**src/verilog/spi_pkg.sv**
```systemverilog
`default_nettype none

package spi_pkg;

    ////////////////////
    // Sizes
    ////////////////////

    localparam int word_len  = 8;  // Bits per SPI word.
    localparam int presc_len = 3;  // Width of the prescaler select.
    localparam int cnt_len   = 9;  // Half-period counter, reaches 256.

    ////////////////////
    // Types
    ////////////////////

    typedef logic [word_len-1:0]  word_t;   // One data word.
    typedef logic [presc_len-1:0] presc_t;  // Divider is 2^(presc+1) per half period.

    // Bit 1 is clock polarity, bit 0 is clock phase.
    typedef enum logic [1:0] {
        mode_0 = 2'b00,  // Idle low, sample on leading edge.
        mode_1 = 2'b01,  // Idle low, sample on trailing edge.
        mode_2 = 2'b10,  // Idle high, sample on leading edge.
        mode_3 = 2'b11   // Idle high, sample on trailing edge.
    } spi_mode_e;

    // Frame sequencer of the shift engine.
    typedef enum logic [1:0] {
        idle = 2'b00,  // Waiting for a word.
        run  = 2'b01,  // Frame in progress.
        done = 2'b10   // Last half period seen, result ready.
    } engine_state_e;

endpackage

`default_nettype wire

```
**src/verilog/spi_word_if.sv**
```systemverilog
`timescale 1ns/1ps
`default_nettype none

// Word channel between the host port and the shift engine.
interface spi_word_if;
    import spi_pkg::*;

    // Transmit side, one word with its frame settings.
    logic      tx_valid;      // Holding buffer is full.
    word_t     tx_word;
    logic      tx_lsb_first;
    spi_mode_e tx_mode;
    presc_t    tx_presc;
    logic      tx_taken;      // Engine takes the word this cycle.

    // Receive side.
    logic      rx_done;       // One-cycle pulse at frame end.
    word_t     rx_word;       // Valid while rx_done is high.

    modport port (
        output tx_valid, tx_word, tx_lsb_first, tx_mode, tx_presc,
        input  tx_taken, rx_done, rx_word
    );

    modport engine (
        input  tx_valid, tx_word, tx_lsb_first, tx_mode, tx_presc,
        output tx_taken, rx_done, rx_word
    );

endinterface

`default_nettype wire
```
**src/verilog/spi_host_port.sv**
```systemverilog
`timescale 1ns/1ps
`default_nettype none

module spi_host_port (
    input  logic               wr,
    input  logic               rst,
    input  logic               tx_req,
    output logic               tx_ack,
    input  spi_pkg::word_t     tx_data,
    input  logic               tx_lsb_first,
    input  spi_pkg::spi_mode_e tx_mode,
    input  spi_pkg::presc_t    tx_presc,
    output logic               rx_valid,
    input  logic               rx_ack,
    output spi_pkg::word_t     rx_data,
    spi_word_if.port           word
);

    logic tx_load;      // Accept the host word into the buffer.
    logic rx_release;   // Host acknowledged the received word.
    logic rx_ack_hold;  // Wait for rx_ack low before the next release.

    ////////////////////
    // Transmit side
    ////////////////////

    // Request seen, ack not yet given, buffer empty.
    assign tx_load = tx_req && !tx_ack && !word.tx_valid;

    always_ff @(posedge wr or posedge rst) begin
        if (rst) begin
            tx_ack        <= 1'b0;
            word.tx_valid <= 1'b0;
        end else begin
            if (tx_load) begin
                tx_ack <= 1'b1;                // Word is in the buffer.
            end else if (!tx_req) begin
                tx_ack <= 1'b0;                // Host dropped req, close the cycle.
            end
            if (word.tx_taken) begin
                word.tx_valid <= 1'b0;         // Engine has its copy now.
            end else if (tx_load) begin
                word.tx_valid <= 1'b1;
            end
        end
    end

    // Holding buffer, written only when empty.
    always_ff @(posedge wr) begin
        if (tx_load) begin
            word.tx_word      <= tx_data;
            word.tx_lsb_first <= tx_lsb_first;
            word.tx_mode      <= tx_mode;
            word.tx_presc     <= tx_presc;
        end
    end

    ////////////////////
    // Receive side
    ////////////////////

    // A new frame result wins over a pending release.
    assign rx_release = rx_valid && rx_ack && !rx_ack_hold;

    always_ff @(posedge wr or posedge rst) begin
        if (rst) begin
            rx_valid    <= 1'b0;
            rx_ack_hold <= 1'b0;
        end else begin
            if (word.rx_done) begin
                rx_valid <= 1'b1;              // Stays high on overwrite.
            end else if (rx_release) begin
                rx_valid <= 1'b0;
            end
            if (rx_release && !word.rx_done) begin
                rx_ack_hold <= 1'b1;           // Host still holds rx_ack.
            end else if (!rx_ack) begin
                rx_ack_hold <= 1'b0;
            end
        end
    end

    always_ff @(posedge wr) begin
        if (word.rx_done) begin
            rx_data <= word.rx_word;           // Newest frame always lands here.
        end
    end

    // Acknowledge only answers a raised request.
    a_ack_after_req: assert property (@(posedge wr) disable iff (rst)
        $rose(tx_ack) |-> $past(tx_req));

    // Host must have acknowledged before the word goes away.
    a_valid_fall: assert property (@(posedge wr) disable iff (rst)
        $fell(rx_valid) |-> $past(rx_ack));

endmodule

`default_nettype wire

```
**src/verilog/spi_master.sv**
```systemverilog
`timescale 1ns/1ps
`default_nettype none

module spi_master (
    input  logic               wr,
    input  logic               rst,
    // Host transmit handshake.
    input  logic               tx_req,
    output logic               tx_ack,
    input  spi_pkg::word_t     tx_data,
    input  logic               tx_lsb_first,
    input  spi_pkg::spi_mode_e tx_mode,
    input  spi_pkg::presc_t    tx_presc,
    // Host receive handshake.
    output logic               rx_valid,
    input  logic               rx_ack,
    output spi_pkg::word_t     rx_data,
    // SPI lines.
    output logic               sck,
    output logic               mosi,
    output logic               ss,
    input  logic               miso
);
    import spi_pkg::*;

    logic   run;        // Engine is inside a frame.
    presc_t presc;      // Latched divider for this frame.
    logic   half_tick;  // End of an SPI half period.

    spi_word_if word_if ();

    ////////////////////
    // Blocks
    ////////////////////

    spi_host_port u_host_port (
        .wr           (wr),
        .rst          (rst),
        .tx_req       (tx_req),
        .tx_ack       (tx_ack),
        .tx_data      (tx_data),
        .tx_lsb_first (tx_lsb_first),
        .tx_mode      (tx_mode),
        .tx_presc     (tx_presc),
        .rx_valid     (rx_valid),
        .rx_ack       (rx_ack),
        .rx_data      (rx_data),
        .word         (word_if)
    );

    spi_sck_timer u_sck_timer (
        .wr        (wr),
        .rst       (rst),
        .run       (run),
        .presc     (presc),
        .half_tick (half_tick)
    );

    spi_shift_engine u_shift_engine (
        .wr        (wr),
        .rst       (rst),
        .word      (word_if),
        .run       (run),
        .presc     (presc),
        .half_tick (half_tick),
        .miso      (miso),
        .sck       (sck),
        .mosi      (mosi),
        .ss        (ss)
    );

endmodule

`default_nettype wire

```
**src/verilog/spi_sck_timer.sv**
```systemverilog
`timescale 1ns/1ps
`default_nettype none

module spi_sck_timer (
    input  logic            wr,
    input  logic            rst,
    input  logic            run,
    input  spi_pkg::presc_t presc,
    output logic            half_tick
);
    import spi_pkg::*;

    logic [cnt_len-1:0] cnt;   // Cycles elapsed in this half period.
    logic [cnt_len-1:0] term;  // Last count of a half period.

    ////////////////////
    // Terminal count
    ////////////////////

    // Half period is 2^(presc+1) cycles of wr.
    // presc 0 gives 1, presc 7 gives 255.
    assign term = (cnt_len'(2) << presc) - 1'b1;

    ////////////////////
    // Counter
    ////////////////////

    always_ff @(posedge wr or posedge rst) begin
        if (rst) begin
            cnt <= '0;
        end else if (!run) begin
            cnt <= '0;                   // Hold at zero between frames.
        end else if (cnt == term) begin
            cnt <= '0;                   // Wrap at the half-period boundary.
        end else begin
            cnt <= cnt + 1'b1;
        end
    end

    // The engine acts on the edge that ends this cycle.
    // term is never zero, so a cleared counter keeps this low.
    assign half_tick = (cnt == term);

    // Counter clear must keep the tick quiet outside a frame.
    a_no_tick_idle: assert property (@(posedge wr) disable iff (rst)
        !run |-> !half_tick);

endmodule

`default_nettype wire

```
**src/verilog/spi_shift_engine.sv**
```systemverilog
`timescale 1ns/1ps
`default_nettype none

module spi_shift_engine (
    input  logic            wr,
    input  logic            rst,
    spi_word_if.engine      word,
    output logic            run,
    output spi_pkg::presc_t presc,
    input  logic            half_tick,
    input  logic            miso,
    output logic            sck,
    output logic            mosi,
    output logic            ss
);
    import spi_pkg::*;

    typedef logic [$clog2(2*word_len)-1:0] half_cnt_t;

    engine_state_e state;
    half_cnt_t     hcnt;        // Half periods done in this frame.
    logic          sck_ph;      // Internal clock phase, 0 is idle level.
    logic          mosi_q;      // Bit on the wire while ss is low.
    logic          lsb_first;
    spi_mode_e     mode;
    word_t         shift_out;   // Bits still to send, next at MSB.
    word_t         shift_in;    // Received bits, newest at LSB.
    word_t         tx_bits;     // Host word in wire order.
    logic          cpha;
    logic          cpol;
    logic          last_half;
    logic          sample_edge;
    logic          launch_edge;

    // Mirror a word so both bit orders shift MSB first.
    function automatic word_t bit_rev(input word_t w);
        word_t r;
        for (int i = 0; i < word_len; i++) begin
            r[i] = w[word_len-1-i];
        end
        return r;
    endfunction

    ////////////////////
    // Decode
    ////////////////////

    assign cpha    = mode[0];
    assign cpol    = mode[1];
    assign tx_bits = word.tx_lsb_first ? bit_rev(word.tx_word) : word.tx_word;

    // Even half periods end on the leading edge.
    assign sample_edge = half_tick && (hcnt[0] == cpha);
    assign launch_edge = half_tick && (hcnt[0] != cpha);
    assign last_half   = (hcnt == half_cnt_t'(2*word_len - 1));

    // Take only from idle, the buffer drops tx_valid on this edge.
    assign word.tx_taken = (state == idle) && word.tx_valid;
    assign word.rx_done  = (state == done);  // Done lasts one cycle.
    assign word.rx_word  = lsb_first ? bit_rev(shift_in) : shift_in;

    assign run = (state == spi_pkg::run);    // Port name hides the literal.

    ////////////////////
    // Frame FSM
    ////////////////////

    always_ff @(posedge wr or posedge rst) begin
        if (rst) begin
            state     <= idle;
            hcnt      <= '0;
            sck_ph    <= 1'b0;
            mosi_q    <= 1'b1;
            ss        <= 1'b1;
            lsb_first <= 1'b0;
            mode      <= mode_0;     // sck idles low out of reset.
            presc     <= '0;
        end else begin
            case (state)
                idle: begin
                    if (word.tx_valid) begin
                        state     <= spi_pkg::run;
                        hcnt      <= '0;
                        ss        <= 1'b0;                     // Select the slave.
                        lsb_first <= word.tx_lsb_first;
                        mode      <= word.tx_mode;
                        presc     <= word.tx_presc;
                        // Phase 0 needs the first bit before the first edge.
                        mosi_q    <= word.tx_mode[0] ? 1'b1 : tx_bits[word_len-1];
                    end
                end
                spi_pkg::run: begin
                    if (half_tick) begin
                        sck_ph <= ~sck_ph;                     // One sck edge.
                        if (launch_edge) begin
                            mosi_q <= shift_out[word_len-1];
                        end
                        if (last_half) begin
                            state <= done;                     // sck back at idle level.
                            hcnt  <= '0;
                        end else begin
                            hcnt <= hcnt + 1'b1;
                        end
                    end
                end
                done: begin
                    state <= idle;
                    if (!word.tx_valid) begin
                        ss <= 1'b1;                            // Nothing queued, release.
                    end
                end
                default: begin
                    state <= idle;
                end
            endcase
        end
    end

    ////////////////////
    // Shift registers
    ////////////////////

    always_ff @(posedge wr) begin
        if (word.tx_taken) begin
            // Phase 0 has already put the top bit on the wire.
            shift_out <= word.tx_mode[0] ? tx_bits : {tx_bits[word_len-2:0], 1'b1};
        end else if (launch_edge) begin
            shift_out <= {shift_out[word_len-2:0], 1'b1};   // Fill with idle ones.
        end
        if (sample_edge) begin
            shift_in <= {shift_in[word_len-2:0], miso};
        end
    end

    // Pins.
    assign sck  = sck_ph ^ cpol;
    assign mosi = ss ? 1'b1 : mosi_q;

    // A released slave sees sck at its idle level.
    a_sck_rest: assert property (@(posedge wr) disable iff (rst)
        ss |-> !sck_ph);

    // A take empties the holding buffer on the next edge.
    a_take_once: assert property (@(posedge wr) disable iff (rst)
        word.tx_taken |=> !word.tx_valid);

endmodule

`default_nettype wire

```
**config.mk**
```make
export PLATFORM = sky130hd
export DESIGN_NAME = spi_master
export DESIGN_NICKNAME = d
export VERILOG_FILES = /design/src/verilog/spi_pkg.sv /design/src/verilog/spi_word_if.sv /design/src/verilog/spi_host_port.sv /design/src/verilog/spi_master.sv /design/src/verilog/spi_sck_timer.sv /design/src/verilog/spi_shift_engine.sv
export SDC_FILE = /design/constraint.sdc
export NUM_CORES = 1
export LEC_CHECK = 0
export BUFFER_PORTS_ARGS = -buffer_cell sky130_fd_sc_hd__buf_4
export CAP_MARGIN = 40
export CORE_ASPECT_RATIO = 0.5
export CORE_MARGIN = 2
export CORE_UTILIZATION = 30
export DETAILED_ROUTE_END_ITERATION = 10
export PLACE_DENSITY_LB_ADDON = 0.15
export SYNTH_ARGS = -nofsm -noshare
export SYNTH_HDL_FRONTEND = slang
export SYNTH_HIERARCHICAL = 1
export SYNTH_SLANG_ARGS = --single-unit
```
**constraint.sdc**
```tcl
create_clock -name wr -period 8.7 [get_ports wr]
set_input_delay 0.435 -clock wr [delete_from_list [all_inputs] [get_ports wr]]
set_output_delay 0.435 -clock wr [all_outputs]
set_load 0.1 [all_outputs]
```
==> impl_metrics.yaml <==
cts:
  cts_setup_buffers: 0
  cts_tree: "done"
  cts_buffer_depth: 2
  clk_pin_slew_ps: 50
  numCtsBuffers: 9
  cts.sinks: 66
  clk_latency_ps: 320
  hold_buffers: 0
  cts.htree.levels: 3
  cts-root-buf: "clkbuf_16"
  cts_resized: 0
synthesis:
  synth_top_cell_area_share_pct: 36.06
  yosysSeqAreaShare_pct: 58.28
  ys_types: 48
  synth_nets: 274
  yosys-top-cells-area: "edfxtp_1 36%, dfrtp_1 21%, nand2_1 4.7%"
  synth_area_leader_cell: "edfxtp_1"
  syn_inst: 252
  synthesis.area_mm2: 0.003164
  ys_warn_count: 6
  synth_seq_cells: 66
  synth.avg_cell_area_um2: 12.56
cells_and_area:
  diodes: 0
  drive_gt1_share_pct: 24.65
  area_growth_pct: 19.85
  nNetsFinal: 305
  final_util_pct: 37.01
worst_setup_path:
  critPathKind: "flip-flop to flip-flop"
  endpoint_kind: "flip-flop"
  startpoint: "u_shift_engine/presc[2]$_DFFE_PP0P_"
  arrival_ps: 3670
  worstReg2RegEnd: "u_shift_engine/shift_out[4]$_DFFE_PP_"
  critPathMaxFanout: 10
  cpPeakStageDelay_ps: 510
  slowest_stage: "o221ai_1"
  ff2ff_path_depth: 9
  r2r_setup_slack_ps: 5060
  cp-start-kind: "flip-flop"
  worst_ep_required_time_ps: 8730
  r2r-start: "u_shift_engine/presc[2]$_DFFE_PP0P_"
  cp_cell_sequence: "or3_4 -> ha_1 -> xor2_1 -> o21a_1 -> o221ai_1 -> and3_1 -> inv_1 -> o21ai_0 -> buf_2"
power:
  combinationalPowerShare_pct: 15.0
  seqPwrFrac_pct: 43.9
  swShare_pct: 26.87
  power.total_mw: 0.9060
  p_clk_share_pct: 41.1
  switchingPower_mw: 0.2434
  leakage_nw: 1.508
  p_int_mw: 0.6626
  peakVddDrop_mv: 0.09715
  power.density_mw_per_mm2: 238.9
floorplan:
  dieArea_mm2: 0.01143
  chipWidth_um: 149.2
  coreArea_mm2: 0.01025
  io_pins: 32
  dieHeight_um: 76.62
  num_rows: 26
  initial_core_util_pct: 30.88
timing:
  fin_crit_sh_pct: 41.87
  setup_tns_ps: 0
  slew_headroom_pct: 43.61
  slew_viol_final: 0
  final_hold_viol_count: 0
  setup_viol: 0
  fin_skew_ps: 6.450
  rsz0062_at_grt: "false"
  min_period_ps: 3642
  max_freq_mhz: 274.5
  tightestPinTransition_ps: 844.0
routing:
  drc: 0
  viasPerCell: 4.657
  drt_first_pass_iters: 4
  wl_um: 5693
  wl_per_cell_um: 13.30
  drtAntennaViolNets: 0
  drtIter0Drc: 101
  via_count: 1993
grt:
  grt_overflow: 0
  grt.total_usage_pct: 11.14
  antenna_found_initial: 0
  first_global_vias: 1991
  grt_pass1_wl_um: 9984
  grt_max_degree: 21
worst_hold_path:
  hp-class: "input port to asynchronous set/reset pin"
flow_run:
  max_cap_viol_count: 0
placement:
  port_buffers: 31
  hpwlAfterDp_um: 4081
  gp_congestion: 0.7400
status:
  status: "finished clean"
==> per-stage QoR <==
| step | setup WS (ps) | cell area [um^2] | hold WS [ps] | instances |
|---|---|---|---|---|
| after floorplan | 5370 | 3164 | 201.1 | 252 |
| after global placement | 4967 | 3476 | 351.9 | 411 |
| after detailed placement | 5087 | 3481 | 357.4 | 412 |
| after CTS | 5055 | 3792 | 7.381 | 428 |
| after global routing | 4773 | 3792 | 23.90 | 428 |
| final | 5058 | 3792 | 18.04 | 428 |
==> cells in the mapped netlist (all sizes together) <==
cell type  instances
mux2               9
o21a               3
nor3               2
nor3b              2
o31ai              3
and3               3
nor2b              4
a311oi             8
dfstp              2
o221ai             1
ha                 3
nand2b             6
nand4b             2
nor4bb             1
inv               12
o41ai              1
a21oi              1
xor2              11
a211o              1
and4               1
or3b               1
a31oi              2
nor2               6
and2               2
o21ai             10
nand3              8
nand4              4
edfxtp            38
nand2             40
buf               10
xnor2              5
or2                2
mux2i              4
o211ai             3
clkbuf             3
nand3b             3
a211oi             2
a21o               1
mux4               5
or3                1
dfrtp             26
==> cells in the final DEF (no fill, tap or decap), types with 3 or more instances in the layout <==
master / netlist / layout
nand2_1: 40 / 40
edfxtp_1: 38 / 38
buf_4: 1 / 32
dfrtp_1: 26 / 26
inv_1: 11 / 11
xor2_1: 11 / 11
o21ai_0: 10 / 10
clkbuf_16: 0 / 9
mux2_2: 9 / 9
nand3_1: 8 / 8
a311oi_1: 7 / 7
nor2_1: 6 / 6
nand2b_1: 5 / 5
xnor2_1: 5 / 5
mux4_2: 5 / 5
nor2b_1: 4 / 4
nand4_1: 4 / 4
mux2i_1: 4 / 4
o21a_1: 3 / 3
nand3b_1: 3 / 3
and3_1: 3 / 3
o211ai_1: 3 / 3
ha_1: 3 / 3
==> critical path: cells and delay by family (launching register included) <==
family,cells,cell delay (ps)
and+or+nand+nor,2,810
DFF,1,470
xor gates and xnor gates,1,180
adders and majority gates,1,320
buffers and inverters,2,360
AOI/OAI and AO/OA,3,1200
==> worst max-delay path by stage <==
| stage | endpoint | slack [ps] | cells past startpoint |
|---|---|---|---|
| 3_5_place_dp | u_shift_engine/shift_out[3]$_DFFE_PP_ | 5090 | 9 |
| 5_1_grt | u_shift_engine/shift_out[4]$_DFFE_PP_ | 4770 | 9 |
| 2_1_floorplan | u_shift_engine/shift_out[0]$_SDFFCE_PN1P_ | 5370 | 10 |
| 4_1_cts | u_shift_engine/shift_out[4]$_DFFE_PP_ | 5060 | 9 |
| 6_report | u_shift_engine/shift_out[4]$_DFFE_PP_ | 5060 | 9 |
| 3_3_place_gp | u_shift_engine/shift_out[2]$_DFFE_PP_ | 4970 | 8 |
==> power by group through the flow <==
| stage | registers, mW | clock network [mW] | logic [mW] |
|---|---|---|---|
| 2_1_floorplan | 0.386 | 0 | 0.116 |
| 3_3_place_gp | 0.403 | 0 | 0.136 |
| 3_5_place_dp | 0.403 | 0 | 0.136 |
| 4_1_cts | 0.398 | 0.385 | 0.137 |
| 5_1_grt | 0.403 | 0.402 | 0.149 |
| 6_report | 0.398 | 0.372 | 0.136 |
==> final cells by class <==
| type | instances | area (um^2) |
|---|---|---|
| Fill cell | 987 | 6455 |
| Clock inverter | 5 | 78.83 |
| Sequential cell | 66 | 1844 |
| Tap cell | 140 | 175.2 |
| Inverter | 12 | 50.05 |
| Clock buffer | 11 | 232.7 |
| Timing Repair Buffer | 33 | 245.2 |
| Multi-Input combinational cell | 161 | 1166 |
==> metal layers <==
metal	wire length, um	share of wire, %	vias to the layer above	global-route usage, %
li1	-	-	982	-
met1	2863	50	968	15.36
met2	2612	46	39	16.27
met3	186	3.3	4	4.132
met4	31	0.54	0	3.429
met5	0	0	-	0
==> flip-flops by register name (all words and copies together), names as in the netlist, 2 cells and up <==
register	cells
u_shift_engine/shift_in	8
u_shift_engine/shift_out	8
u_shift_engine/hcnt	4
u_host_port/rx_data	8
u_shift_engine/mode	2
u_shift_engine/presc	3
u_sck_timer/cnt	9
u_host_port/word.tx_word	8
u_shift_engine/state	2
u_host_port/word.tx_presc	3
u_host_port/word.tx_mode	2
==> cell families (layout without fill, tap and decap cells) <==
group / Yosys count / in the layout / share of synthesized area [%]
xor+xnor: 16 / 16 / 4.428
simple gates: 88 / 88 / 14.47
fa+ha+maj: 3 / 3 / 1.186
flops: 66 / 66 / 58.28
compound gates: 36 / 36 / 8.738
mux: 18 / 18 / 8.027
buf+inv: 25 / 61 / 4.864
Note: power is estimated with default switching activity, not from simulation.
